[config.mk]
export PLATFORM = sky130hd
export DESIGN_NAME = p4_router
export DESIGN_NICKNAME = d
export VERILOG_FILES = /design/src/logic/router_pkg.sv /design/src/logic/p4_router.sv /design/src/logic/egress_result.sv /design/src/logic/route_execute.sv /design/src/logic/ingress_decode.sv
export VERILOG_INCLUDE_DIRS = /design/src /design/src/include
export SDC_FILE = /design/constraint.sdc
export NUM_CORES = 1
export LEC_CHECK = 0
export BUFFER_PORTS_ARGS = -buffer_cell sky130_fd_sc_hd__buf_4
export CAP_MARGIN = 25
export CORE_ASPECT_RATIO = 1.4
export CORE_MARGIN = 2
export CORE_UTILIZATION = 39
export DETAILED_ROUTE_END_ITERATION = 10
export HOLD_SLACK_MARGIN = 0.02
export PLACE_DENSITY = 0.55
export SYNTH_ARGS = -nofsm -noshare
export SYNTH_HDL_FRONTEND = slang
export SYNTH_HIERARCHICAL = 1
export SYNTH_SLANG_ARGS = --single-unit
[constraint.sdc]
create_clock -name clk -period 4.2 [get_ports clk]
set_input_delay 0.42 -clock clk [delete_from_list [all_inputs] [get_ports clk]]
set_output_delay 0.42 -clock clk [all_outputs]
set_load 0.01 [all_outputs]
[src/include/router_params.svh]
/* router widths, route table depth
   and APB register offsets */

`ifndef ROUTER_PARAMS_SVH
`define ROUTER_PARAMS_SVH

////////////////////////////////////////////////////////////
// stream and bus widths

`define ROUTER_DATA_W       64      // stream data, one word
`define ROUTER_KEEP_W       8       // byte enables
`define ROUTER_APB_AW       8       // apb address bits used
`define ROUTER_APB_DW       32      // apb data
`define ROUTER_DROP_W       32      // drop counter, same as apb data

////////////////////////////////////////////////////////////
// route table and register map

`define ROUTER_TABLE_DEPTH  8       // entries in the route table
`define ROUTER_REG_CTRL     8'h00   // default opcode on a miss
`define ROUTER_REG_DROPS    8'h04   // dropped packet count
`define ROUTER_REG_ENTRY0   8'h40   // entry i at +4*i

`endif
[src/logic/router_pkg.sv]
/* router package: port id enums, route opcode
   and the rtl/program port map functions */

package router_pkg;

    // rtl port indices, as wired in the fabric
    typedef enum logic [7:0] {
        RTL_CPU   = 8'd0,
        RTL_OISL0 = 8'd1,
        RTL_OISL1 = 8'd2,
        RTL_ECP0  = 8'd3,
        RTL_ECP1  = 8'd4,
        RTL_HDR0  = 8'd5,
        RTL_HDR1  = 8'd6,
        RTL_ECG0  = 8'd7,
        RTL_ECG1  = 8'd8,
        RTL_ECG2  = 8'd9,
        RTL_ECG3  = 8'd10
    } rtl_port_e;

    // port ids seen by the forwarding program
    typedef enum logic [7:0] {
        P4_CPU      = 8'd0,
        P4_OISL0    = 8'd20,
        P4_OISL1    = 8'd21,
        P4_ECP0     = 8'd40,
        P4_ECP1     = 8'd41,
        P4_HDR0     = 8'd60,
        P4_HDR1     = 8'd61,
        P4_ECG0     = 8'd80,
        P4_ECG1     = 8'd81,
        P4_ECG2     = 8'd82,
        P4_ECG3     = 8'd83,
        P4_UNMAPPED = 8'hFF     // no such port
    } p4_port_e;

    typedef enum logic [1:0] {
        ROUTE_FWD  = 2'd0,      // to the table egress id
        ROUTE_DROP = 2'd1,      // swallow the packet
        ROUTE_CPU  = 2'd2       // punt to the cpu port
    } route_op_e;

    function automatic p4_port_e ingress_map(input logic [7:0] rtl_idx);
        case (rtl_idx)
            RTL_CPU   : return P4_CPU;
            RTL_OISL0 : return P4_OISL0;
            RTL_OISL1 : return P4_OISL1;
            RTL_ECP0  : return P4_ECP0;
            RTL_ECP1  : return P4_ECP1;
            RTL_HDR0  : return P4_HDR0;
            RTL_HDR1  : return P4_HDR1;
            RTL_ECG0  : return P4_ECG0;
            RTL_ECG1  : return P4_ECG1;
            RTL_ECG2  : return P4_ECG2;
            RTL_ECG3  : return P4_ECG3;
            default   : return P4_UNMAPPED;
        endcase
    endfunction

    // 8'hFF back means the program id has no rtl port
    function automatic logic [7:0] egress_map(input logic [7:0] p4_id);
        case (p4_id)
            P4_CPU   : return RTL_CPU;
            P4_OISL0 : return RTL_OISL0;
            P4_OISL1 : return RTL_OISL1;
            P4_ECP0  : return RTL_ECP0;
            P4_ECP1  : return RTL_ECP1;
            P4_HDR0  : return RTL_HDR0;
            P4_HDR1  : return RTL_HDR1;
            P4_ECG0  : return RTL_ECG0;
            P4_ECG1  : return RTL_ECG1;
            P4_ECG2  : return RTL_ECG2;
            P4_ECG3  : return RTL_ECG3;
            default  : return 8'hFF;
        endcase
    endfunction

endpackage

[src/logic/p4_router.sv]
/* p4 router top: decode, execute and result
   stages on one clock */

`timescale 1ns/1ns
`include "router_params.svh"

module p4_router (
    input  logic                        clk,
    input  logic                        reset,
    // apb control
    input  logic [`ROUTER_APB_AW-1:0]   paddr,
    input  logic                        psel,
    input  logic                        penable,
    input  logic                        pwrite,
    input  logic [`ROUTER_APB_DW-1:0]   pwdata,
    output logic [`ROUTER_APB_DW-1:0]   prdata,
    output logic                        pready,
    output logic                        pslverr,
    // ingress stream
    input  logic [`ROUTER_DATA_W-1:0]   s_tdata,
    input  logic [`ROUTER_KEEP_W-1:0]   s_tkeep,
    input  logic                        s_tlast,
    input  logic                        s_tvalid,
    output logic                        s_tready,
    input  logic [7:0]                  s_ing_port,
    // egress stream
    output logic [`ROUTER_DATA_W-1:0]   m_tdata,
    output logic [`ROUTER_KEEP_W-1:0]   m_tkeep,
    output logic                        m_tlast,
    output logic                        m_tvalid,
    input  logic                        m_tready,
    output router_pkg::rtl_port_e       m_egr_port,
    output logic [`ROUTER_DROP_W-1:0]   drop_count
);

    import router_pkg::*;

    ////////////////////////////////////////////////////////////
    // stage links

    logic [`ROUTER_DATA_W-1:0] dec_tdata;   // decode to execute
    logic [`ROUTER_KEEP_W-1:0] dec_tkeep;
    logic                      dec_tlast;
    logic                      dec_tvalid;
    logic                      dec_tready;
    logic                      dec_sop;
    logic [7:0]                dec_key;
    p4_port_e                  dec_ing_id;

    logic [`ROUTER_DATA_W-1:0] exe_tdata;   // execute to result
    logic [`ROUTER_KEEP_W-1:0] exe_tkeep;
    logic                      exe_tlast;
    logic                      exe_tvalid;
    logic                      exe_tready;
    route_op_e                 exe_op;
    p4_port_e                  exe_egr_id;
    logic                      drop_clear;

    ingress_decode ingress_decode_i (
        .clk        (clk),
        .reset      (reset),
        .s_tdata    (s_tdata),
        .s_tkeep    (s_tkeep),
        .s_tlast    (s_tlast),
        .s_tvalid   (s_tvalid),
        .s_tready   (s_tready),
        .s_ing_port (s_ing_port),
        .dec_tdata  (dec_tdata),
        .dec_tkeep  (dec_tkeep),
        .dec_tlast  (dec_tlast),
        .dec_tvalid (dec_tvalid),
        .dec_tready (dec_tready),
        .dec_sop    (dec_sop),
        .dec_key    (dec_key),
        .dec_ing_id (dec_ing_id)
    );

    route_execute route_execute_i (
        .clk        (clk),
        .reset      (reset),
        .paddr      (paddr),
        .psel       (psel),
        .penable    (penable),
        .pwrite     (pwrite),
        .pwdata     (pwdata),
        .prdata     (prdata),
        .pready     (pready),
        .pslverr    (pslverr),
        .dec_tdata  (dec_tdata),
        .dec_tkeep  (dec_tkeep),
        .dec_tlast  (dec_tlast),
        .dec_tvalid (dec_tvalid),
        .dec_tready (dec_tready),
        .dec_sop    (dec_sop),
        .dec_key    (dec_key),
        .dec_ing_id (dec_ing_id),
        .exe_tdata  (exe_tdata),
        .exe_tkeep  (exe_tkeep),
        .exe_tlast  (exe_tlast),
        .exe_tvalid (exe_tvalid),
        .exe_tready (exe_tready),
        .exe_op     (exe_op),
        .exe_egr_id (exe_egr_id),
        .drop_count (drop_count),   // read back through DROPS
        .drop_clear (drop_clear)
    );

    egress_result egress_result_i (
        .clk        (clk),
        .reset      (reset),
        .exe_tdata  (exe_tdata),
        .exe_tkeep  (exe_tkeep),
        .exe_tlast  (exe_tlast),
        .exe_tvalid (exe_tvalid),
        .exe_tready (exe_tready),
        .exe_op     (exe_op),
        .exe_egr_id (exe_egr_id),
        .drop_clear (drop_clear),
        .m_tdata    (m_tdata),
        .m_tkeep    (m_tkeep),
        .m_tlast    (m_tlast),
        .m_tvalid   (m_tvalid),
        .m_tready   (m_tready),
        .m_egr_port (m_egr_port),
        .drop_count (drop_count)
    );

endmodule

[src/logic/egress_result.sv]
/* egress result: program to rtl port mapping, drop and punt
   gating, drop counter and output register stage */

`timescale 1ns/1ns
`include "router_params.svh"

module egress_result (
    input  logic                        clk,
    input  logic                        reset,
    // from execute
    input  logic [`ROUTER_DATA_W-1:0]   exe_tdata,
    input  logic [`ROUTER_KEEP_W-1:0]   exe_tkeep,
    input  logic                        exe_tlast,
    input  logic                        exe_tvalid,
    output logic                        exe_tready,
    input  router_pkg::route_op_e       exe_op,
    input  router_pkg::p4_port_e        exe_egr_id,
    input  logic                        drop_clear,   // one cycle, from DROPS write
    // egress stream
    output logic [`ROUTER_DATA_W-1:0]   m_tdata,
    output logic [`ROUTER_KEEP_W-1:0]   m_tkeep,
    output logic                        m_tlast,
    output logic                        m_tvalid,
    input  logic                        m_tready,
    output router_pkg::rtl_port_e       m_egr_port,   // valid with every beat
    output logic [`ROUTER_DROP_W-1:0]   drop_count
);

    import router_pkg::*;

    ////////////////////////////////////////////////////////////
    // egress mapping and drop decision

    logic [7:0] egr_idx;     // rtl index, 0xFF when unmapped
    logic       drop_beat;   // beat belongs to a dropped packet
    logic       exe_fire;

    assign egr_idx   = egress_map(exe_egr_id);
    assign drop_beat = (exe_op == ROUTE_DROP) || (egr_idx == 8'hFF);

    assign exe_tready = m_tready || !m_tvalid;
    assign exe_fire   = exe_tvalid && exe_tready;

    ////////////////////////////////////////////////////////////
    // output register

    always_ff @(posedge clk) begin
        if (reset) begin
            m_tvalid <= 1'b0;
        end else if (exe_tready) begin
            m_tvalid <= exe_tvalid && !drop_beat;   // dropped beats leave a bubble
        end
    end

    always_ff @(posedge clk) begin
        if (exe_fire && !drop_beat) begin
            m_tdata    <= exe_tdata;
            m_tkeep    <= exe_tkeep;
            m_tlast    <= exe_tlast;
            m_egr_port <= rtl_port_e'(egr_idx);
        end
    end

    ////////////////////////////////////////////////////////////
    // drop counter

    always_ff @(posedge clk) begin
        if (reset) begin
            drop_count <= '0;
        end else if (drop_clear) begin
            drop_count <= '0;                       // clear beats a same cycle count
        end else if (exe_fire && drop_beat && exe_tlast && (drop_count != '1)) begin
            drop_count <= drop_count + 1'b1;        // once per packet, saturating
        end
    end

endmodule

[src/logic/route_execute.sv]
/* route execute: apb register file, route table,
   key lookup and second register stage */

`timescale 1ns/1ns
`include "router_params.svh"

module route_execute (
    input  logic                        clk,
    input  logic                        reset,
    // apb target
    input  logic [`ROUTER_APB_AW-1:0]   paddr,
    input  logic                        psel,
    input  logic                        penable,
    input  logic                        pwrite,
    input  logic [`ROUTER_APB_DW-1:0]   pwdata,
    output logic [`ROUTER_APB_DW-1:0]   prdata,
    output logic                        pready,
    output logic                        pslverr,
    // from decode
    input  logic [`ROUTER_DATA_W-1:0]   dec_tdata,
    input  logic [`ROUTER_KEEP_W-1:0]   dec_tkeep,
    input  logic                        dec_tlast,
    input  logic                        dec_tvalid,
    output logic                        dec_tready,
    input  logic                        dec_sop,
    input  logic [7:0]                  dec_key,
    input  router_pkg::p4_port_e        dec_ing_id,
    // towards result
    output logic [`ROUTER_DATA_W-1:0]   exe_tdata,
    output logic [`ROUTER_KEEP_W-1:0]   exe_tkeep,
    output logic                        exe_tlast,
    output logic                        exe_tvalid,
    input  logic                        exe_tready,
    output router_pkg::route_op_e       exe_op,       // held for the packet
    output router_pkg::p4_port_e        exe_egr_id,   // held for the packet
    // drop counter lives in result
    input  logic [`ROUTER_DROP_W-1:0]   drop_count,
    output logic                        drop_clear
);

    import router_pkg::*;

    localparam int DEPTH = `ROUTER_TABLE_DEPTH;
    localparam int IDX_W = $clog2(DEPTH);

    ////////////////////////////////////////////////////////////
    // apb decode

    logic                      apb_acc;     // access phase
    logic                      apb_wr;
    logic                      ctrl_hit;
    logic                      drops_hit;
    logic                      entry_hit;
    logic [`ROUTER_APB_AW-1:0] entry_off;
    logic [IDX_W-1:0]          entry_idx;

    assign apb_acc   = psel && penable;
    assign apb_wr    = apb_acc && pwrite;
    assign ctrl_hit  = (paddr == `ROUTER_REG_CTRL);
    assign drops_hit = (paddr == `ROUTER_REG_DROPS);
    assign entry_off = paddr - `ROUTER_REG_ENTRY0;
    assign entry_hit = (paddr >= `ROUTER_REG_ENTRY0) && (entry_off < 4 * DEPTH)
                       && (paddr[1:0] == 2'b00);   // word aligned only
    assign entry_idx = entry_off[IDX_W+1:2];

    assign pready  = apb_acc;                                          // zero wait states
    assign pslverr = apb_acc && !(ctrl_hit || drops_hit || entry_hit); // hole in the map

    ////////////////////////////////////////////////////////////
    // register file and route table

    route_op_e        ctrl_op;              // default opcode on a miss
    logic [DEPTH-1:0] entry_vld;
    logic [7:0]       entry_key [DEPTH];
    logic [7:0]       entry_egr [DEPTH];    // program egress id
    logic [1:0]       entry_op  [DEPTH];

    always_ff @(posedge clk) begin
        if (reset) begin
            ctrl_op    <= ROUTE_CPU;
            entry_vld  <= '0;
            drop_clear <= 1'b0;
        end else begin
            drop_clear <= apb_wr && drops_hit;   // any value clears
            if (apb_wr && ctrl_hit) begin
                ctrl_op <= route_op_e'(pwdata[1:0]);
            end
            if (apb_wr && entry_hit) begin
                entry_vld[entry_idx] <= pwdata[31];
            end
        end
    end

    always_ff @(posedge clk) begin
        if (apb_wr && entry_hit) begin
            entry_key[entry_idx] <= pwdata[7:0];
            entry_egr[entry_idx] <= pwdata[15:8];
            entry_op[entry_idx]  <= pwdata[17:16];
        end
    end

    always_comb begin
        prdata = '0;
        if (apb_acc && !pwrite) begin
            if (ctrl_hit) begin
                prdata[1:0] = ctrl_op;
            end else if (drops_hit) begin
                prdata = drop_count;
            end else if (entry_hit) begin
                prdata = {entry_vld[entry_idx], 13'b0, entry_op[entry_idx],
                          entry_egr[entry_idx], entry_key[entry_idx]};
            end
        end
    end

    ////////////////////////////////////////////////////////////
    // lookup and route resolution

    logic      hit;
    route_op_e hit_op;
    p4_port_e  hit_egr;
    route_op_e res_op;
    p4_port_e  res_egr;

    always_comb begin
        hit     = 1'b0;
        hit_op  = ROUTE_DROP;
        hit_egr = P4_UNMAPPED;
        for (int i = DEPTH - 1; i >= 0; i--) begin   // walk down, lowest index wins
            if (entry_vld[i] && (entry_key[i] == dec_key)) begin
                hit     = 1'b1;
                hit_op  = route_op_e'(entry_op[i]);
                hit_egr = p4_port_e'(entry_egr[i]);
            end
        end
    end

    always_comb begin
        res_op = hit ? hit_op : ctrl_op;
        // unmapped ingress and the spare opcode both drop
        if ((dec_ing_id == P4_UNMAPPED) || !(res_op inside {ROUTE_FWD, ROUTE_CPU})) begin
            res_op = ROUTE_DROP;
        end
        res_egr = (res_op == ROUTE_CPU) ? P4_CPU : hit_egr;   // fwd miss stays unmapped
    end

    ////////////////////////////////////////////////////////////
    // register stage

    logic dec_fire;

    assign dec_tready = exe_tready || !exe_tvalid;
    assign dec_fire   = dec_tvalid && dec_tready;

    always_ff @(posedge clk) begin
        if (reset) begin
            exe_tvalid <= 1'b0;
        end else if (dec_tready) begin
            exe_tvalid <= dec_tvalid;
        end
    end

    always_ff @(posedge clk) begin
        if (dec_fire) begin
            exe_tdata <= dec_tdata;
            exe_tkeep <= dec_tkeep;
            exe_tlast <= dec_tlast;
            if (dec_sop) begin   // route decided once per packet
                exe_op     <= res_op;
                exe_egr_id <= res_egr;
            end
        end
    end

endmodule

[src/logic/ingress_decode.sv]
/* ingress decode: rtl to program port mapping,
   header key extraction, first register stage */

`timescale 1ns/1ns
`include "router_params.svh"

module ingress_decode (
    input  logic                        clk,
    input  logic                        reset,
    // ingress stream
    input  logic [`ROUTER_DATA_W-1:0]   s_tdata,
    input  logic [`ROUTER_KEEP_W-1:0]   s_tkeep,
    input  logic                        s_tlast,
    input  logic                        s_tvalid,
    output logic                        s_tready,
    input  logic [7:0]                  s_ing_port,   // sampled on header beat
    // towards execute
    output logic [`ROUTER_DATA_W-1:0]   dec_tdata,
    output logic [`ROUTER_KEEP_W-1:0]   dec_tkeep,
    output logic                        dec_tlast,
    output logic                        dec_tvalid,
    input  logic                        dec_tready,
    output logic                        dec_sop,      // header beat flag
    output logic [7:0]                  dec_key,      // held for the packet
    output router_pkg::p4_port_e        dec_ing_id    // held for the packet
);

    import router_pkg::*;

    ////////////////////////////////////////////////////////////
    // packet position

    logic in_pkt;   // past the header beat
    logic s_fire;   // beat accepted this cycle
    logic sop;      // current input beat is a header

    assign s_tready = dec_tready || !dec_tvalid;   // pass ready or fill empty slot
    assign s_fire   = s_tvalid && s_tready;
    assign sop      = !in_pkt;

    always_ff @(posedge clk) begin
        if (reset) begin
            in_pkt <= 1'b0;
        end else if (s_fire) begin
            in_pkt <= !s_tlast;     // back to header after last beat
        end
    end

    ////////////////////////////////////////////////////////////
    // register stage

    always_ff @(posedge clk) begin
        if (reset) begin
            dec_tvalid <= 1'b0;
        end else if (s_tready) begin
            dec_tvalid <= s_tvalid;   // load or drain
        end
    end

    // payload, no reset
    always_ff @(posedge clk) begin
        if (s_fire) begin
            dec_tdata <= s_tdata;
            dec_tkeep <= s_tkeep;
            dec_tlast <= s_tlast;
            dec_sop   <= sop;
            if (sop) begin
                dec_key    <= s_tdata[7:0];             // destination key in low byte
                dec_ing_id <= ingress_map(s_ing_port);  // unmapped gives 0xFF
            end
        end
    end

endmodule

# Word-level counts from Yosys, hierarchy flattened
# Memories as Yosys holds them, arrays and structs flattened. A register that Yosys moved wholly into a read port is not among the register bits.
# Cells that the tools add are included.
# totals
reg_bits,293
latch_bits,0
ramBits,144
rom_bits,128
in_bits,128
output_inout_bits,149
wordCells,149
mem_count,4
# mem_list
name,words,width,rd,rd_ports_with_merged_regs,write_ports,line,text
(no name shown),16,8,1,1,0,router_pkg.sv:44,case (rtl_idx)
route_execute_i.entry_egr,8,8,9,0,1,route_execute.sv:75,logic [7:0] entry_egr [DEPTH];
route_execute_i.entry_key,8,8,9,0,1,route_execute.sv:74,logic [7:0] entry_key [DEPTH];
route_execute_i.entry_op,8,2,9,0,1,route_execute.sv:76,logic [1:0] entry_op [DEPTH];
# op_classes
addsub,2
mul,0
div,0
magnitude_cmp,4
eq_ne,25
shift,0
muxes,39
bitwise,1
n_reduce_logical,52
# op_table
op,count
$mux W32,3
$pmux W8 S11,1
$eq A8 B8 Y1,8
$mux W8,8
$add A32 B1 Y32 const B,1
$eq A8 B6 Y1 const B,4
$eq A8 B7 Y1 const B,4
$ne A32 B32 Y1 const B,1
$mux W30,1
$logic_and A1 B1 Y1,26
$mux W2,11
$eq A8 B5 Y1 const B,2
$eq A8 B8 Y1 const B,2
$logic_not A8 Y1,2
$mux W1,12
$logic_not A1 Y1,10
$bwmux W8,1
$eq A8 B3 Y1 const B,1
$ge A8 B7 Y1 const B,1
$lt A8 B6 Y1 const B,1
$sub A8 B7 Y8 const B,1
$logic_or A1 B1 Y1,7
$eq A2 B2 Y1 const B,2
$logic_not A2 Y1,2
other kinds (10),11

# Depth between registers and ports, before layout
# Gate-level depths: netlist of run 1.
# logic_depth
depth_word,17
ltp_mapped,10
depth_no_buf,8

# Cells and area by module
# Netlist of run 1, hierarchy kept.
# modules_own_cells
mod,instances,cells_per_inst,area_per_inst_um2,seq_area_each_um2
route_execute,1,679,10538.9,7056.8
egress_result,1,325,4260.3,3002.9
ingress_decode,1,129,2971.6,2712.6

# Worst setup path after synthesis of run 1
# No wires, ideal clock.
# synth_path
path_kind,flip-flop to flip-flop
start,register route_execute_i.exe_egr_id[0]
end,register egress_result_i.m_egr_port[0] (enable)
setup_time_ns,0.445
arrival_ns,3.276
required_ns,3.755
slack_ns,0.478
path_stages_with_launch,5
path_buffers,0
synth_period_minus_slack_ns,3.722
cell_sequence,edfxtp_1 -> or3_1 -> a211o_1 -> a31oi_4 -> and3_1
# synth_via
elab_chain_len,6
elab_cells_between_ends,16
classes_between,eq/ne (11); mux (1); reduce/logical (4)
# synth_lines
element,line,text
start: declaration,route_execute.sv:35,"output router_pkg::p4_port_e exe_egr_id,"
start signal: assignment,route_execute.sv:170,exe_egr_id <= res_egr;
"$eq A8 B7 Y1, or another cell as far along",router_pkg.sv:62,case (p4_id)
$pmux W8 S11 *,router_pkg.sv:62,
$eq A8 B8 Y1 *,egress_result.sv:39,assign drop_beat = (exe_op == ROUTE_DROP) || (egr_idx == 8'hFF);
$logic_or A1 B1 Y1 *,egress_result.sv:39,
$logic_not A1 Y1 *,egress_result.sv:56,if (exe_fire && !drop_beat) begin
$logic_and A1 B1 Y1 *,egress_result.sv:56,
end signal: assignment,egress_result.sv:60,m_egr_port <= rtl_port_e'(egr_idx);
end: declaration,egress_result.sv:25,"output router_pkg::rtl_port_e m_egr_port,"
# Mark *: on every way between the ends. The rest lies on a longest branch, timed or not.
# A chain may end at the register's enable or synchronous reset.

# Final worst setup path of run 1
# layout_path
start,register ingress_decode_i.dec_key[2]
end,"register route_execute_i.exe_egr_id[2], data pin"
# layout_via
elab_chain_len,17
elab_cells_between_ends,48
classes_between,eq/ne (10); mux (26); reduce/logical (12)
# layout_lines
element,line,text
start: declaration,ingress_decode.sv:24,"output logic [7:0] dec_key,"
start signal: assignment,ingress_decode.sv:68,dec_key <= s_tdata[7:0];
$eq A8 B8 Y1,route_execute.sv:130,if (entry_vld[i] && (entry_key[i] == dec_key)) begin
$logic_and A1 B1 Y1,route_execute.sv:130,
$mux W2 / $mux W1 (equally long branches) (8 in a row),route_execute.sv:130,
$mux W2,route_execute.sv:139,res_op = hit ? hit_op : ctrl_op;
$eq A2 B2 Y1 / $logic_not A2 Y1 (equally long branches),route_execute.sv:141,"if ((dec_ing_id == P4_UNMAPPED) || !(res_op inside {ROUTE_FWD, ROUTE_CPU})) begin"
$reduce_bool A2 Y1,route_execute.sv:141,
$logic_not A1 Y1,route_execute.sv:141,
$logic_or A1 B1 Y1,route_execute.sv:141,
$mux W2,route_execute.sv:141,
$eq A2 B2 Y1,route_execute.sv:144,res_egr = (res_op == ROUTE_CPU) ? P4_CPU : hit_egr;
# Parallel ways exist; a longest one is shown, timed or not.

==> results of run 1 <==
metrics by stage:
step | cells | total power (uW) | utilization (%)
final | 2060 | 8994 | 48.50
after global routing | 2060 | 9318 | 48.50
after CTS | 2060 | 9117 | 48.50
after detailed placement | 1984 | 5353 | 45.47
after global placement | 1982 | 5343 | 45.45
after floorplan | 1133 | 5174 | -
cells in the mapped netlist (5+ instances only):
library cell  number
a211oi_1           5
nor4_1            11
buf_2              8
a21oi_2            5
mux2_2             8
nand4_1           18
a21oi_1           59
o22ai_1            5
inv_1             19
buf_4              7
nor3_1            18
a31oi_1            5
a21boi_0           5
mux4_2            38
and2_1             6
ha_1               6
mux2i_1           23
nand2b_1           8
xor2_1             7
o221ai_1           9
a221oi_1           5
or3_1             16
and3_1            22
nor2_1            75
a22oi_1           14
dfxtp_1           47
edfxtp_1         394
buf_6              7
xnor2_1           56
o21ai_0           26
or4_1              7
nand3_1           26
a31o_2             7
nand2_1           64
clkbuf_1          25
per-layer routing:
metal / global-route usage [%] / wire length [um]
met1: 23.96 / 18050
met2: 33.87 / 23330
met3: 3.778 / 3250
met4: 6.822 / 1460
met5: 0 / 0
cells by family (layout without fill, tap and decap cells):
kind of cell	count (synthesis)	in the layout	share of synthesized area (%)
mux	69	69	6.618
xor+xnor	63	63	3.105
simple gates	301	301	9.026
fa+ha+maj	6	6	0.4224
flops	441	441	71.87
compound gates	180	180	6.900
buf+inv	73	389	2.056
repair_timing:
action | CTS | global route
hold endpoints to repair | 2 | 0
setup buffers | 0 | 0
hold buffers | 2 | 0
critical path, delay by kind of cell (launching register included):
family          cells  cell delay, ns
xor+xnor            1            0.49
compound gates      3            0.75
simple gates        4            1.39
flops               1            0.62
report_power, final:
part / switching [uW] / internal [uW]
combinational: 190 / 154
clock: 1600 / 2140
sequential: 41.5 / 4870
sequential cells by signal, summed over array words and instances, names as in the netlist, 2 cells and up:
register,count
route_execute_i/exe_op,2
ingress_decode_i/dec_key,8
ingress_decode_i/dec_ing_id,7
egress_result_i/drop_count,32
route_execute_i/exe_egr_id,8
route_execute_i/entry_op,16
egress_result_i/m_tkeep,8
route_execute_i/entry_vld,8
egress_result_i/m_tdata,64
route_execute_i/exe_tkeep,8
route_execute_i/entry_key,64
route_execute_i/ctrl_op,2
route_execute_i/entry_egr,64
ingress_decode_i/dec_tdata,64
route_execute_i/exe_tdata,64
ingress_decode_i/dec_tkeep,8
egress_result_i/m_egr_port,5
final timing paths:
check / slack (ns) / startpoint / endpoint
worst max-delay path: 0.65 / ingress_decode_i/dec_key[2]$_DFFE_PP_ / route_execute_i/exe_egr_id[2]$_SDFFCE_PN0P_
worst min register to register: 0.41 / route_execute_i/exe_tdata[16]$_DFFE_PP_ / egress_result_i/m_tdata[16]$_DFFE_PP_
worst min-delay path: 0.05 / s_tdata[32] / ingress_decode_i/dec_tdata[32]$_DFFE_PP_
worst max register to register: 0.65 / ingress_decode_i/dec_key[2]$_DFFE_PP_ / route_execute_i/exe_egr_id[2]$_SDFFCE_PN0P_
final cells by class:
type | instances | area [sq um]
fillers | 3845 | 23180
flip-flops and latches | 441 | 12770
clock buffers | 51 | 1116
repair buffers | 295 | 2215
clock inverters | 23 | 227.7
well taps | 611 | 764.5
multi-input cells | 619 | 4661
inverters | 20 | 75.07
==> flow_metrics.tcl, run 1 <==
set metrics [dict create \
    min_path_cells 1 \
    mostFrequentLayoutCells "394 x edfxtp_1, 291 x buf_4, 74 x nor2_1" \
    cp_max_fo 10 \
    worst_setup_path_start_kind "flop" \
    relSlewSlack_pct 31.80 \
    cts_inserted_buffers 42 \
    ir_worst_vdd_mv 0.2270 \
    cts-resized-gates 0 \
    cpMostUsedCell "nor3_2" \
    yosysSeqAreaShare_pct 71.87 \
    criticalPathCategory "reg2reg" \
    yosys-top-cells-area "edfxtp_1 67%, dfxtp_1 5.3%, mux4_2 4.8%, xnor2_1 2.8%, a21oi_1 1.7%" \
    synth-async-reset-ratio_pct 0 \
    synth_top_area_share_pct 66.58 \
    reg2reg_depth 8 \
    root_buffer "clkbuf_16" \
    fin_crit_ns 3.555 \
    ys_types 77 \
    cts_tree "done" \
    arrival_ns 3.82 \
    drt-pass1-iter-count 5 \
    synth_top_area_cell "edfxtp_1" \
    grt_pass1_wl_um 67950 \
    die-area_sq_um 47310 \
    finClkSkew_ns 0.01336 \
    syn-num-nets 1267 \
    fin_tns_setup_ns 0 \
    tightest_slew_ns 1.023 \
    final_hold_viol_count 0 \
    ioPinCount 277 \
    place_congestion 0.8859 \
    die-width_um 184.4 \
    grt_pass1_vias 10880 \
    synth_seq_cells 441 \
    diodes 0 \
    cts_sinks 441 \
    drv_cap 0 \
    rows 92 \
    pre_cts_ws_ns 0.6747 \
    antenna_left 0 \
    vias_per_cell 5.237 \
    syn_inst 1133 \
    clockBufferDepth 3 \
    setup_viol_count_final 0 \
    nNetsFinal 1553 \
    htreeDepth 2 \
    layout_commonest_cell "edfxtp_1" \
    grt_max_degree 74 \
    core_area_sq_um 45010 \
    vias 10790 \
    leakagePower_uw 0.007581 \
    grt_overflow 0 \
    wl_per_cell_um 22.37 \
    first_iter_violations 656 \
    final.setup.worst_slack_ns 0.6453 \
    clk_pin_slew_ns 0.06 \
    netlist_area_sq_um 17770 \
    hp-class "in2reg" \
    area_delta_synth_final_pct 22.85 \
    drv_slew 0 \
    dp_hpwl_um 32160 \
    final_layout_size_suffix_gt1_share_pct 30.50 \
    portBuffers 263 \
    max_stage_delay_ns 0.62 \
    start_util_pct 39.48 \
    drt-total-wl_um 46090 \
    end_kind "flop" \
    cp_cell_sequence "xnor2_1 > nand4_1 > nor3_2 > nor3_2 > and3_4 > a21oi_2 > o31a_1 > a21oi_1" \
    die_h_um 256.6 \
    clock.fmax_mhz 281.3 \
    place_area_sq_um 20470 \
    holdWs_ns 0.05099 \
    synth_edf_count 394 \
    p_per_area_nw_per_um2 412.0 \
    final_area_sq_um 21830 \
    clk_latency_ns 0.55 \
    status "completed" \
    synthFlopType "edfxtp_1" \
    antenna_found_initial 0 \
    grt_use_total_pct 19.44 \
    cp_slowest_cell "edfxtp_1" \
    required_ns 4.46 \
    drcViolationCount 0 \
    finalCritPeriodShare_pct 84.64 \
    ys_warn_count 6 \
    synth_area_per_cell_sq_um 15.68 \
    rsz0062_at_grt "no" \
]
Power figures use the tool's default switching activity.
==> inputs of run 2 (changes only) <==
==> constraint.sdc (replaced) <==
create_clock -name clk -period 3.29 [get_ports clk]
set_input_delay 0.329 -clock clk [delete_from_list [all_inputs] [get_ports clk]]
set_output_delay 0.329 -clock clk [all_outputs]
set_load 0.01 [all_outputs]
==> run 2 against run 1 <==
Effect of this change: count of clock-buffer cells in the layout is 1 lower; via count is 5.4% higher; final cell count is 5.6% higher; critical endpoint is now route_execute_i/exe_op[1]$_DFFE_PP_.
==> flow_metrics.tcl, run 2 (synthesis results as in run 1) <==
set metrics [dict create \
    status "completed" \
    cts_tree "done" \
    place_congestion 0.8696 \
    drv_cap 0 \
    drv_slew 0 \
    antenna_left 0 \
    cts_sinks 441 \
    post_cts_buffers 0 \
    wl_per_cell_um 21.65 \
    stdcell_count 2176 \
    grt_pass1_wl_um 68800 \
    die_h_um 256.6 \
    clock.fmax_mhz 334.8 \
    ioPinCount 277 \
    nNetsFinal 1665 \
    drt-pass1-iter-count 5 \
    cp_slowest_cell "edfxtp_1" \
    clockBufferDepth 3 \
    mostFrequentLayoutCells "394 x edfxtp_1, 310 x buf_4, 89 x dlygate4sd3_1" \
    drt-total-wl_um 47110 \
    hp-class "in2reg" \
    layout_commonest_cell "edfxtp_1" \
    final_layout_size_suffix_gt1_share_pct 29.78 \
    finalCritPeriodShare_pct 90.77 \
    relSlewSlack_pct 45.56 \
    grt_max_degree 42 \
    drcViolationCount 0 \
    worst_setup_path_start_kind "flop" \
    htreeDepth 2 \
    rsz0062_at_grt "no" \
    final_hold_viol_count 0 \
    first_iter_violations 710 \
    root_buffer "clkbuf_16" \
    clk_pin_slew_ns 0.07 \
    cp_cell_sequence "xnor2_1 > nand4_1 > nor3_2 > buf_4 > nor3b_1 > o311ai_0 > a21oi_1 > o31a_1 > buf_4 > and2_1" \
    die-width_um 184.4 \
    final_util_pct 51.20 \
    criticalPathCategory "reg2reg" \
    cts_inserted_buffers 43 \
    vias 11370 \
    clk_latency_ns 0.55 \
    diodes 0 \
    rows 92 \
    max_stage_delay_ns 0.58 \
    fin_crit_ns 2.986 \
    cpMostUsedCell "buf_4" \
    finClkSkew_ns 0.01305 \
    die-area_sq_um 47310 \
    antenna_found_initial 1 \
    place_area_sq_um 20700 \
    grt_pass1_vias 11350 \
    grt_overflow 0 \
    leakagePower_uw 0.008141 \
    core_area_sq_um 45010 \
    vias_per_cell 5.227 \
    grt_use_total_pct 19.71 \
    fin_tns_setup_ns 0 \
    p_per_area_nw_per_um2 512.3 \
    portBuffers 263 \
    start_util_pct 39.48 \
    dp_cells 2007 \
    dp_hpwl_um 33550 \
    ir_worst_vdd_mv 0.3888 \
    area_delta_synth_final_pct 29.66 \
    cp_max_fo 12 \
    arrival_ns 3.30 \
    required_ns 3.60 \
    tightest_slew_ns 0.8135 \
    nFillCells 3787 \
    final_area_sq_um 23040 \
    setup_viol_count_final 0 \
    end_kind "flop" \
]
## run 2: worst max-delay path: cells and delay by family, from the launching register on
| kind | cells | cell delay, ns |
|---|---|---|
| AND/OR/NAND/NOR | 4 | 0.55 |
| AO/OA/AOI/OAI | 3 | 0.83 |
| buffers and inverters | 2 | 0.48 |
| XOR/XNOR | 1 | 0.31 |
| flip-flops | 1 | 0.58 |
## run 2: power breakdown
group          internal, uW  switching (uW)  total, uW
Clock                  2930            2060       4990
Sequential             6220            53.2       6270
Combinational           272             269        541
## run 2: layout make-up
type | count | area, sq um | area share [%]
timing repair buffer | 406 | 3328 | 14.44
clock buffer | 50 | 1124 | 4.876
sequential | 441 | 12770 | 55.43
inverter | 20 | 75.07 | 0.3258
multi-input combinational | 619 | 4661 | 20.23
tap | 611 | 764.5 | 3.318
clock inverter | 29 | 317.8 | 1.379
## run 2: worst paths after layout
| kind | depth (start not counted) | end | start | slack (ns) |
|---|---|---|---|---|
| setup / recovery | 10 | route_execute_i/exe_op[1]$_DFFE_PP_ | ingress_decode_i/dec_key[1]$_DFFE_PP_ | 0.30 |
| hold / removal | 1 | route_execute_i/entry_key[5][0]$_DFFE_PP_ | pwdata[0] | 0.05 |
| setup reg to reg | 10 | route_execute_i/exe_op[1]$_DFFE_PP_ | ingress_decode_i/dec_key[1]$_DFFE_PP_ | 0.30 |
| hold reg to reg | 0 | egress_result_i/m_tdata[40]$_DFFE_PP_ | route_execute_i/exe_tdata[40]$_DFFE_PP_ | 0.41 |
## run 2: per-stage QoR
step | hold WS (ns) | total power (uW) | setup slack, ns
after detailed placement | 0.4045 | 6845 | 0.3676
after floorplan | 0.3981 | 6605 | 0.1790
after CTS | 0.02812 | 11950 | 0.3572
final | 0.04989 | 11800 | 0.3036
after global placement | 0.4003 | 6833 | 0.3607
after global routing | 0.03352 | 12210 | 0.1569
## run 2: per-layer routing
layer  share of wire (%)  vias to the layer above  GRT usage, %
met5               0.025                        -             0
met4                 3.7                        2         7.578
met1                  39                     5631         23.49
li1                    -                     5213             -
met2                  51                      432         35.14
met3                 6.3                       96         3.480
## run 2: what timing repair did
action	CTS	global route
hold endpoints to repair	197	0
hold buffers	89	0
gates resized for setup	0	0
